--- config.mk ---
export PLATFORM = sky130hd
export DESIGN_NAME = spi_master_top
export DESIGN_NICKNAME = d
export VERILOG_FILES = /design/src/rtl/spi_pkg.sv /design/src/rtl/stream_pkg.sv /design/src/rtl/spi_frame_ctrl.sv /design/src/rtl/spi_master_top.sv /design/src/rtl/spi_sclk_gen.sv /design/src/rtl/spi_shifter.sv
export VERILOG_INCLUDE_DIRS = /design/src /design/src/rtl
export SDC_FILE = /design/constraint.sdc
export NUM_CORES = 1
export LEC_CHECK = 0
export ABC_AREA = 0
export BUFFER_PORTS_ARGS = -buffer_cell sky130_fd_sc_hd__buf_2
export CELL_PAD_IN_SITES_DETAIL_PLACEMENT = 1
export CELL_PAD_IN_SITES_GLOBAL_PLACEMENT = 1
export CORE_AREA = 2 2 120 122
export CTS_CLUSTER_SIZE = 40
export DETAILED_ROUTE_END_ITERATION = 10
export DIE_AREA = 0 0 122 124
export GPL_TIMING_DRIVEN = 0
export PLACE_DENSITY = 0.75
export REMOVE_ABC_BUFFERS = 1
export SETUP_SLACK_MARGIN = 0.5
export SLEW_MARGIN = 20
export SYNTH_ARGS = -nofsm -noshare
export SYNTH_HDL_FRONTEND = slang
export SYNTH_HIERARCHICAL = 1
export SYNTH_SLANG_ARGS = --single-unit
--- constraint.sdc ---
create_clock -name clk_i -period 4.8 [get_ports clk_i]
set_input_delay 1.44 -clock clk_i [delete_from_list [all_inputs] [get_ports clk_i]]
set_output_delay 1.44 -clock clk_i [all_outputs]
set_load 0.05 [all_outputs]
--- src/rtl/spi_config.svh ---
`ifndef SPI_CONFIG_SVH
`define SPI_CONFIG_SVH

// --------------------
// Word format
// --------------------

// Bits per SPI word, also the stream data width
`define SPI_DATA_WIDTH 8

// Number of slaves, one chip select each
`define SPI_SLAVE_NUM 4

// --------------------
// Run-time counter widths
// --------------------

// System clocks per SPI clock period
`define SPI_DIV_WIDTH 16

// Idle cycles after a frame
`define SPI_GAP_WIDTH 16

`endif

--- src/rtl/spi_pkg.sv ---
`include "spi_config.svh"

package spi_pkg;

    // Slave address width, at least one bit
    localparam int ADDR_WIDTH = (`SPI_SLAVE_NUM > 1) ? $clog2(`SPI_SLAVE_NUM) : 1;

    // --------------------
    // Bus and settings
    // --------------------

    // Pins driven by the master
    typedef struct packed {
        logic                      sclk;
        logic                      mosi;
        logic [`SPI_SLAVE_NUM-1:0] cs_n;
    } spi_bus_t;

    // Run-time mode, timing and slave select
    typedef struct packed {
        logic                      cpol;
        logic                      cpha;
        logic [`SPI_DIV_WIDTH-1:0] clk_div;
        logic [`SPI_GAP_WIDTH-1:0] gap_time;
        logic [ADDR_WIDTH-1:0]     addr;
    } spi_cfg_t;

    // Frame controller states
    typedef enum logic [1:0] {
        IDLE  = 2'b00,
        SHIFT = 2'b01,
        GAP   = 2'b10
    } ctrl_state_e;

endpackage

--- src/rtl/stream_pkg.sv ---
`include "spi_config.svh"

package stream_pkg;

    // Stream word width follows the SPI word
    localparam int STREAM_DATA_WIDTH = `SPI_DATA_WIDTH;

    // --------------------
    // Stream beat
    // --------------------

    // One beat of the byte stream, handshake travels beside it
    typedef struct packed {
        logic [STREAM_DATA_WIDTH-1:0] data;
        logic                         last;
    } stream_beat_t;

endpackage

--- src/rtl/spi_frame_ctrl.sv ---
`timescale 1ns/100ps

`include "spi_config.svh"

module spi_frame_ctrl (
    input  logic                       clk_i,
    input  logic                       rstn_i,
    input  spi_pkg::spi_cfg_t          cfg_i,
    input  logic                       in_valid_i,
    input  stream_pkg::stream_beat_t   in_beat_i,
    output logic                       in_ready_o,
    output logic                       out_valid_o,
    output stream_pkg::stream_beat_t   out_beat_o,
    input  logic                       out_ready_i,
    input  logic                       word_done_i,
    input  logic [`SPI_DATA_WIDTH-1:0] rx_word_i,
    output logic                       start_o,
    output logic [`SPI_DATA_WIDTH-1:0] tx_word_o,
    output logic [`SPI_SLAVE_NUM-1:0]  cs_n_o
);

    localparam int GAP_W = `SPI_GAP_WIDTH;
    localparam int SN    = `SPI_SLAVE_NUM;

    spi_pkg::ctrl_state_e state;
    logic                 last_q;
    logic                 cs_open;
    logic [GAP_W-1:0]     gap_cnt;
    logic                 gap_done;
    logic                 accept;
    logic                 out_take;

    // No new word while an output beat is still unread
    assign in_ready_o = (state == spi_pkg::IDLE) && !out_valid_o;
    assign accept     = in_valid_i && in_ready_o;
    assign out_take   = out_valid_o && out_ready_i;
    assign start_o    = accept;
    assign tx_word_o  = in_beat_i.data;
    assign gap_done   = (gap_cnt == cfg_i.gap_time - GAP_W'(1));

    // --------------------
    // Frame FSM
    // --------------------

    always_ff @(posedge clk_i) begin
        if (!rstn_i) begin
            state   <= spi_pkg::IDLE;
            last_q  <= 1'b0;
            cs_open <= 1'b0;
        end else begin
            case (state)
                spi_pkg::IDLE: begin
                    if (accept) begin
                        state   <= spi_pkg::SHIFT;
                        last_q  <= in_beat_i.last;
                        cs_open <= 1'b1;
                    end
                end
                spi_pkg::SHIFT: begin
                    if (word_done_i) begin
                        if (last_q) begin
                            state   <= spi_pkg::GAP;
                            cs_open <= 1'b0;
                        end else begin
                            state <= spi_pkg::IDLE;
                        end
                    end
                end
                spi_pkg::GAP: begin
                    if (gap_done) begin
                        state <= spi_pkg::IDLE;
                    end
                end
                default: state <= spi_pkg::IDLE;
            endcase
        end
    end

    // Counts idle cycles while in the gap state
    always_ff @(posedge clk_i) begin
        if (!rstn_i || (state != spi_pkg::GAP)) begin
            gap_cnt <= '0;
        end else begin
            gap_cnt <= gap_cnt + GAP_W'(1);
        end
    end

    // --------------------
    // Output beat
    // --------------------

    always_ff @(posedge clk_i) begin
        if (!rstn_i) begin
            out_valid_o <= 1'b0;
        end else if (word_done_i) begin
            out_valid_o <= 1'b1;
        end else if (out_take) begin
            out_valid_o <= 1'b0;
        end
    end

    always_ff @(posedge clk_i) begin
        if (word_done_i) begin
            out_beat_o.data <= rx_word_i;
            out_beat_o.last <= last_q;
        end
    end

    // One-hot active-low select of the addressed slave
    assign cs_n_o = cs_open ? ~(SN'(1) << cfg_i.addr) : '1;

endmodule

--- src/rtl/spi_master_top.sv ---
`timescale 1ns/100ps

`include "spi_config.svh"

module spi_master_top (
    input  logic                     clk_i,
    input  logic                     rstn_i,
    input  spi_pkg::spi_cfg_t        cfg_i,
    input  logic                     in_valid_i,
    input  stream_pkg::stream_beat_t in_beat_i,
    output logic                     in_ready_o,
    output logic                     out_valid_o,
    output stream_pkg::stream_beat_t out_beat_o,
    input  logic                     out_ready_i,
    output spi_pkg::spi_bus_t        spi_o,
    input  logic                     spi_miso_i
);

    logic                       start;
    logic [`SPI_DATA_WIDTH-1:0] tx_word;
    logic [`SPI_DATA_WIDTH-1:0] rx_word;
    logic                       word_done;
    logic                       lead_edge;
    logic                       trail_edge;
    logic                       sclk;
    logic                       mosi;
    logic [`SPI_SLAVE_NUM-1:0]  cs_n;

    spi_frame_ctrl frame_ctrl_i (
        .clk_i       (clk_i),
        .rstn_i      (rstn_i),
        .cfg_i       (cfg_i),
        .in_valid_i  (in_valid_i),
        .in_beat_i   (in_beat_i),
        .in_ready_o  (in_ready_o),
        .out_valid_o (out_valid_o),
        .out_beat_o  (out_beat_o),
        .out_ready_i (out_ready_i),
        .word_done_i (word_done),
        .rx_word_i   (rx_word),
        .start_o     (start),
        .tx_word_o   (tx_word),
        .cs_n_o      (cs_n)
    );

    spi_sclk_gen sclk_gen_i (
        .clk_i        (clk_i),
        .rstn_i       (rstn_i),
        .start_i      (start),
        .cfg_i        (cfg_i),
        .sclk_o       (sclk),
        .lead_edge_o  (lead_edge),
        .trail_edge_o (trail_edge),
        .done_o       (word_done)
    );

    spi_shifter shifter_i (
        .clk_i        (clk_i),
        .rstn_i       (rstn_i),
        .start_i      (start),
        .tx_word_i    (tx_word),
        .cpha_i       (cfg_i.cpha),
        .lead_edge_i  (lead_edge),
        .trail_edge_i (trail_edge),
        .miso_i       (spi_miso_i),
        .mosi_o       (mosi),
        .rx_word_o    (rx_word)
    );

    // Bus pins gathered into one struct
    assign spi_o.sclk = sclk;
    assign spi_o.mosi = mosi;
    assign spi_o.cs_n = cs_n;

endmodule

--- src/rtl/spi_sclk_gen.sv ---
`timescale 1ns/100ps

`include "spi_config.svh"

module spi_sclk_gen (
    input  logic              clk_i,
    input  logic              rstn_i,
    input  logic              start_i,
    input  spi_pkg::spi_cfg_t cfg_i,
    output logic              sclk_o,
    output logic              lead_edge_o,
    output logic              trail_edge_o,
    output logic              done_o
);

    localparam int DIV_W    = `SPI_DIV_WIDTH;
    localparam int EDGE_NUM = 2 * `SPI_DATA_WIDTH;
    localparam int EDGE_W   = $clog2(EDGE_NUM);

    logic              active;
    logic [DIV_W-1:0]  clk_cnt;
    logic [EDGE_W-1:0] edge_cnt;
    logic              half_hit;
    logic              full_hit;
    logic              last_edge;

    // Lead edge at half period, trail edge at full period
    assign half_hit  = (clk_cnt == (cfg_i.clk_div >> 1) - DIV_W'(1));
    assign full_hit  = (clk_cnt == cfg_i.clk_div - DIV_W'(1));
    assign last_edge = (edge_cnt == EDGE_W'(EDGE_NUM - 1));

    // --------------------
    // Divider counter
    // --------------------

    // Loaded with one so the first edge lands half a period after start
    always_ff @(posedge clk_i) begin
        if (!rstn_i) begin
            clk_cnt <= '0;
        end else if (start_i) begin
            clk_cnt <= DIV_W'(1);
        end else if (active) begin
            if (full_hit) begin
                clk_cnt <= '0;
            end else begin
                clk_cnt <= clk_cnt + DIV_W'(1);
            end
        end
    end

    // --------------------
    // Edges and SPI clock
    // --------------------

    always_ff @(posedge clk_i) begin
        if (!rstn_i) begin
            active       <= 1'b0;
            edge_cnt     <= '0;
            sclk_o       <= cfg_i.cpol;
            lead_edge_o  <= 1'b0;
            trail_edge_o <= 1'b0;
            done_o       <= 1'b0;
        end else begin
            lead_edge_o  <= 1'b0;
            trail_edge_o <= 1'b0;
            // Only the final trail edge is seen with active already low
            done_o       <= trail_edge_o && !active;
            if (start_i) begin
                active   <= 1'b1;
                edge_cnt <= '0;
            end else if (active && (half_hit || full_hit)) begin
                sclk_o       <= ~sclk_o;
                edge_cnt     <= edge_cnt + EDGE_W'(1);
                lead_edge_o  <= half_hit;
                trail_edge_o <= full_hit;
                if (last_edge) begin
                    active <= 1'b0;
                end
            end else if (!active) begin
                // Idle level follows polarity
                sclk_o <= cfg_i.cpol;
            end
        end
    end

endmodule

--- src/rtl/spi_shifter.sv ---
`timescale 1ns/100ps

`include "spi_config.svh"

module spi_shifter (
    input  logic                       clk_i,
    input  logic                       rstn_i,
    input  logic                       start_i,
    input  logic [`SPI_DATA_WIDTH-1:0] tx_word_i,
    input  logic                       cpha_i,
    input  logic                       lead_edge_i,
    input  logic                       trail_edge_i,
    input  logic                       miso_i,
    output logic                       mosi_o,
    output logic [`SPI_DATA_WIDTH-1:0] rx_word_o
);

    localparam int W = `SPI_DATA_WIDTH;

    logic [W-1:0] tx_sr;
    logic         shift_edge;
    logic         sample_edge;

    // Mode 0/2 drive on trail and sample on lead, mode 1/3 the other way
    assign shift_edge  = cpha_i ? lead_edge_i : trail_edge_i;
    assign sample_edge = cpha_i ? trail_edge_i : lead_edge_i;

    // --------------------
    // Transmit side
    // --------------------

    // With cpha low the MSB leaves at start, so load the word pre-shifted
    always_ff @(posedge clk_i) begin
        if (start_i) begin
            if (cpha_i) begin
                tx_sr <= tx_word_i;
            end else begin
                tx_sr <= {tx_word_i[W-2:0], 1'b0};
            end
        end else if (shift_edge) begin
            tx_sr <= {tx_sr[W-2:0], 1'b0};
        end
    end

    always_ff @(posedge clk_i) begin
        if (!rstn_i) begin
            mosi_o <= 1'b0;
        end else if (start_i && !cpha_i) begin
            mosi_o <= tx_word_i[W-1];
        end else if (shift_edge) begin
            mosi_o <= tx_sr[W-1];
        end
    end

    // --------------------
    // Receive side
    // --------------------

    // MSB first, complete by the word done strobe
    always_ff @(posedge clk_i) begin
        if (sample_edge) begin
            rx_word_o <= {rx_word_o[W-2:0], miso_i};
        end
    end

endmodule

== Word-level counts from Yosys, hierarchy flattened ==
Cells that the tools add are included.
Word-level totals
  input port bits: 50
  output and inout port bits: 17
  logic and storage cells: 98
  register bits after elaboration: 72
Cells by class
  $add $sub $neg: 6
  reductions and logical operators: 27
  bitwise operators: 4
  eq/ne operators: 13
  shifts and indexed selects: 1
  muxes and demuxes: 29
Operators by type and width (number)
  == test 16 bit: 3
  adder 16 x 1 -> 16 bit (second input constant): 2
  subtractor 16 x 1 -> 16 bit (second input constant): 2
  2-to-1 mux 8 bit: 3
  2-to-1 mux 1 bit: 18
  2-to-1 mux 16 bit: 1
  subtractor 15 x 1 -> 16 bit (second input constant): 1
  nonzero test 2 bit: 7
  2-to-1 mux 2 bit: 4
  inequality test 2 x 1 -> 1 bit (second input constant): 4
  logical AND 1 bit: 6
  one-hot mux 2 bit (3 select lines): 1
  AND reduction 2 bit: 3
  adder 4 x 1 -> 4 bit (second input constant): 1
  == test 4 bit (second input constant): 1
  logical NOT 1 bit: 4
  2-to-1 mux 4 bit: 1
  inequality test 2 bit (second input constant): 2
  inverter 4 bit: 1
  AND reduction 4 bit: 1
  << shifter 1 x 2 -> 4 bit (first input constant): 1
  inequality test 3 bit (second input constant): 1
  inverter 1 bit: 3
  AND reduction 3 bit: 1
  7 further kinds: 8

== Longest topological paths before layout ==
  word-level depth: 7
  gate-level depth with buffers: 10
  gate-level depth less buffers: 9

== Cells and area by module ==
The synthesis kept the hierarchy.
By module, submodules not included
  spi_sclk_gen: instances 1, sequential area each 510.5 µm², cells each 302, area an instance 2328.5 µm²
  spi_frame_ctrl: instances 1, sequential area each 690.7 µm², cells each 207, area an instance 1809.2 µm²
  spi_shifter: instances 1, sequential area each 500.5 µm², cells each 53, area an instance 758.2 µm²
  spi_master_top: instances 1, sequential area each 0.0 µm², cells each 2, area an instance 15.0 µm²

== Worst setup path before layout ==
No wires, ideal clock.
  kind: input-to-reg
  from: in cfg_i[19] (netlist bit)
  to: reg sclk_gen_i.sclk_o (enable)
  stages on the path: 10
  library setup time: 303 ps
  required time: 4497 ps
  arrival time: 3593 ps
  path slack: 904 ps
  cell sequence: inv_1 ha_1 nor3b_2 nand3_1 or2_2 a31o_2 or4_1 buf_2 and3_1 o21ai_1
On the way
  cells in the longest elaborated chain, start to end: 6
  elaborated cells on any way between the ends: 8
  those cells by class: add/sub: 2; eq/ne: 3; reduce/logical: 3
RTL lines
  from (decl): RTL line spi_master_top.sv:8  | input spi_pkg::spi_cfg_t cfg_i,
  subtractor 16 x 1 -> 16 bit / subtractor 15 x 1 -> 16 bit (equally long branches): RTL line spi_sclk_gen.sv:29, spi_sclk_gen.sv:28
  == test 16 bit (on tied branches): RTL line spi_sclk_gen.sv:29, spi_sclk_gen.sv:28
  logical OR 1 bit *: RTL line spi_sclk_gen.sv:71  | end else if (active && (half_hit || full_hit)) begin
  logical AND 1 bit *: RTL line spi_sclk_gen.sv:71
  inequality test 3 bit (no source line) *
  AND reduction 2 bit (no source line) *
  to (signal assigned): RTL line spi_sclk_gen.sv:59  | sclk_o <= cfg_i.cpol;
  to (signal assigned): RTL line spi_sclk_gen.sv:72  | sclk_o <= ~sclk_o;
  to (signal assigned): RTL line spi_sclk_gen.sv:81  | sclk_o <= cfg_i.cpol;
  to (decl): RTL line spi_sclk_gen.sv:10  | output logic sclk_o,
Mark *: on every way between the ends. The rest lies on a longest branch, timed or not.
A chain may end at the register's enable or synchronous reset.

== Final worst setup path ==
  from: in cfg_i[20] (netlist bit)
  to: reg sclk_gen_i.sclk_o (enable)
Same word-level chain as after synthesis.

==> results.yml <==
clock_network:
  cts_max_level: 3
  clock_path_buffers: 2
  path_clk_slew_ns: 0.06
  tritoncts: "built"
  cts_sinks: 72
  clk_latency_ns: 0.33
  cts_buffers: 9
  cts_root_buf: "clkbuf_16"
power_and_ir_drop:
  clock_power_share_pct: 46.5
  p_leak_nw: 1.96
  power.share.sequential_pct: 41.6
  p_int_mw: 1.18
  switchingPower_mw: 0.396
  combPwrFrac_pct: 11.9
  p_per_area_nw_per_um2: 283
  ir_drop_mv: 0.126
  sw_frac_of_total_pct: 25.2
die:
  die_h_um: 124
  dieWidth_um: 122
  core_um2: 13700
  design.die.area_um2: 15100
  start_util_pct: 35.8
  ioPinCount: 67
  rows: 43
layout:
  drive_above_1_share_pct: 18.3
  diodes: 0
  syn2layout_area_growth_pct: 13.1
  final_util_pct: 40.5
  finalNetCount: 653
  finalNonFillerCells: 782
logic_synthesis:
  avgSynthCellArea_um2: 8.71
  synth_warnings: 6
  postSynthCellCount: 564
  synth_top_area_share_pct: 18.8
  yosys.area.top_type: "dfxtp_1"
  synth_area_leaders: "dfxtp_1, edfxtp_1, xor2_1, xnor2_1, nor2_1"
  async_flop_share_pct: 0
  ys_ff_latch: 72
  synth_commonest_cells: "nor2_1, dfxtp_1, nand2_1"
  synth_edf_count: 26
  synthFlopType: "dfxtp_1"
  yosysMostFrequentCell: "nor2_1"
  ys_seq_area_share_pct: 34.6
  synth_cell_types: 73
  syn-cell-area_um2: 4910
detailed_routing:
  wirelength_um: 12700
  routed_via_density: 5.45
  drc_errors: 0
  wire_per_inst_um: 16.3
  drt_pass1_iterations: 6
  ant_nets: 0
  vias: 4265
  drt_iter0_drc: 210
timing:
  post-route-period-util_pct: 83.1
  setup_viol: 0
  grt_setup_unrepaired: "no"
  drv_slew: 0
  slew_headroom_pct: 39.1
  holdWs_ns: 0.418
  setup-tns-final_ns: 0
  finalClockSkew_ns: 0.00389
  max_freq_ghz: 0.251
  tightest_slew_ns: 0.913
  period_needed_ns: 3.99
  hold_viol_final: 0
global_route:
  grt_pass1_wl_um: 21100
  overflow: 0
  grt_pass1_vias: 4363
  grt_start_max_net_pins: 27
  grtUsageTotal_pct: 17.5
  antenna_found_initial: 0
placement:
  dpl.hpwl_um: 9750
  io_buffers: 66
  gp_congestion: 0.868
  place_inst: 766
worst_setup_path:
  reg2regPathDepth: 7
  critPathKind: "input port to register"
  end_kind: "register"
  crit_required_ns: 4.83
  r2r-end: "sclk_gen_i/sclk_o"
  crit_path_cell_trace: "buf_2 > inv_1 > ha_1 > nor3b_4 > nand4_1 > xnor2_1 > a211o_1 > or4_1 > and3_1 > o21ai_1"
  timing.rr.start: "sclk_gen_i/clk_cnt[12]"
  r2r_setup_slack_ns: 2.11
  crit_buf_inv: 2
  cp_slowest_stage_delay_ns: 0.66
  worst_path_max_delay_cell: "or4_1"
  critPathMaxFanout: 8
  cp_data_arrival_time_ns: 4.03
  startpoint_type: "input port"
  crit_family: "simple AND/OR/NAND/NOR gates"
run:
  drv_cap: 0
run_status:
  status: "finished clean"
hold_path:
  hold_depth: 0
  min_path_type: "register to register"
  min_to: "frame_ctrl_i/out_beat_o[8]"
  min_from: "shifter_i/rx_word_o[7]"
## layout make-up
class                      count  area (um^2)
fill                        1659         8170
multi-input combinational    434         2920
sequential                    72         1700
timing repair buffer          66          330
clock buffer                   9          225
tap                          180          225
clock inverter                 7          103
inverter                      14         52.6
## registers in the layout, summed over array words and instances, names as in the netlist
register and flops:
sclk_gen_i/done_o 1, sclk_gen_i/trail_edge_o 1, frame_ctrl_i/gap_cnt 16, sclk_gen_i/lead_edge_o 1, frame_ctrl_i/state 2, sclk_gen_i/active 1, frame_ctrl_i/out_valid_o 1, sclk_gen_i/sclk_o 1
frame_ctrl_i/cs_open 1, shifter_i/tx_sr 8, sclk_gen_i/edge_cnt 4, sclk_gen_i/clk_cnt 16, frame_ctrl_i/last_q 1, shifter_i/rx_word_o 8, frame_ctrl_i/out_beat_o 9, shifter_i/mosi_o 1
## layout by cell type, fill, tap and decap left out, types with 7 or more instances in the layout
| cell | Yosys | routed |
|---|---|---|
| or4_1 | 8 | 8 |
| a21oi_1 | 25 | 25 |
| xnor2_1 | 34 | 34 |
| nand4_1 | 21 | 21 |
| nand2b_1 | 10 | 10 |
| inv_1 | 14 | 14 |
| nor4_1 | 12 | 12 |
| nand3_1 | 20 | 20 |
| xor2_1 | 41 | 41 |
| edfxtp_1 | 26 | 26 |
| clkbuf_16 | 0 | 9 |
| o21ai_0 | 11 | 11 |
| nor2_1 | 55 | 55 |
| and3_1 | 14 | 14 |
| dfxtp_1 | 46 | 46 |
| buf_2 | 6 | 66 |
| nand2_1 | 45 | 45 |
| nor2b_1 | 8 | 8 |
| nand3b_1 | 7 | 7 |
| nor3_1 | 12 | 12 |
| mux2i_1 | 13 | 13 |
## routing by layer
layer | GRT usage (%) | vias up | share of wire (%)
li1 | - | 2089 | -
met1 | 20.9 | 2076 | 45
met2 | 31.7 | 82 | 50
met3 | 3.21 | 18 | 3.6
met4 | 5.89 | 0 | 1.8
met5 | 0 | - | 0
## through the flow
stage	total power, mW	instance area (um^2)	worst slack (ns)
after floorplan	0.774	4660	0.898
after global placement	0.844	5220	0.376
after CTS	1.59	5540	0.568
after global routing	1.64	5550	0.630
final	1.57	5550	0.809
after detailed placement	0.854	5220	0.214
## kinds of logic (layout without fill, tap and decap cells)
kind of cell    after synthesis  after routing  synth area share (%)
simple gates                258            258                  30.0
compound gates               79             79                  10.7
xor+xnor                     76             76                  13.9
flops                        72             72                  34.6
buf+inv                      58             96                  6.19
mux                          15             15                  3.11
fa+ha+maj                     6              6                  1.53
## how the worst max path moves through the flow
stage	slack [ns]	cells past startpoint	from	to
6_report	0.81	10	cfg_i[20]	sclk_gen_i/sclk_o
5_1_grt	0.63	10	cfg_i[19]	sclk_gen_i/sclk_o
4_1_cts	0.57	10	cfg_i[18]	sclk_gen_i/clk_cnt[4]
3_5_place_dp	0.21	10	cfg_i[18]	sclk_gen_i/clk_cnt[14]
3_3_place_gp	0.38	10	cfg_i[19]	sclk_gen_i/sclk_o
2_1_floorplan	0.90	9	cfg_i[19]	sclk_gen_i/sclk_o
## power by group through the flow
stage	Sequential [mW]	Clock (mW)	Combinational [mW]
after floorplan	0.668	0	0.106
after global placement	0.666	0	0.177
after detailed placement	0.668	0	0.186
after CTS	0.654	0.753	0.187
after global routing	0.656	0.779	0.207
final	0.654	0.731	0.187
## timing repair
action / CTS / global route
hold buffers: 0 / 0
endpoints found under the setup margin: 0 / 16
buffers inserted: 0 / 0
gates resized for setup: 0 / 2
(Power assumes the default switching activity.)
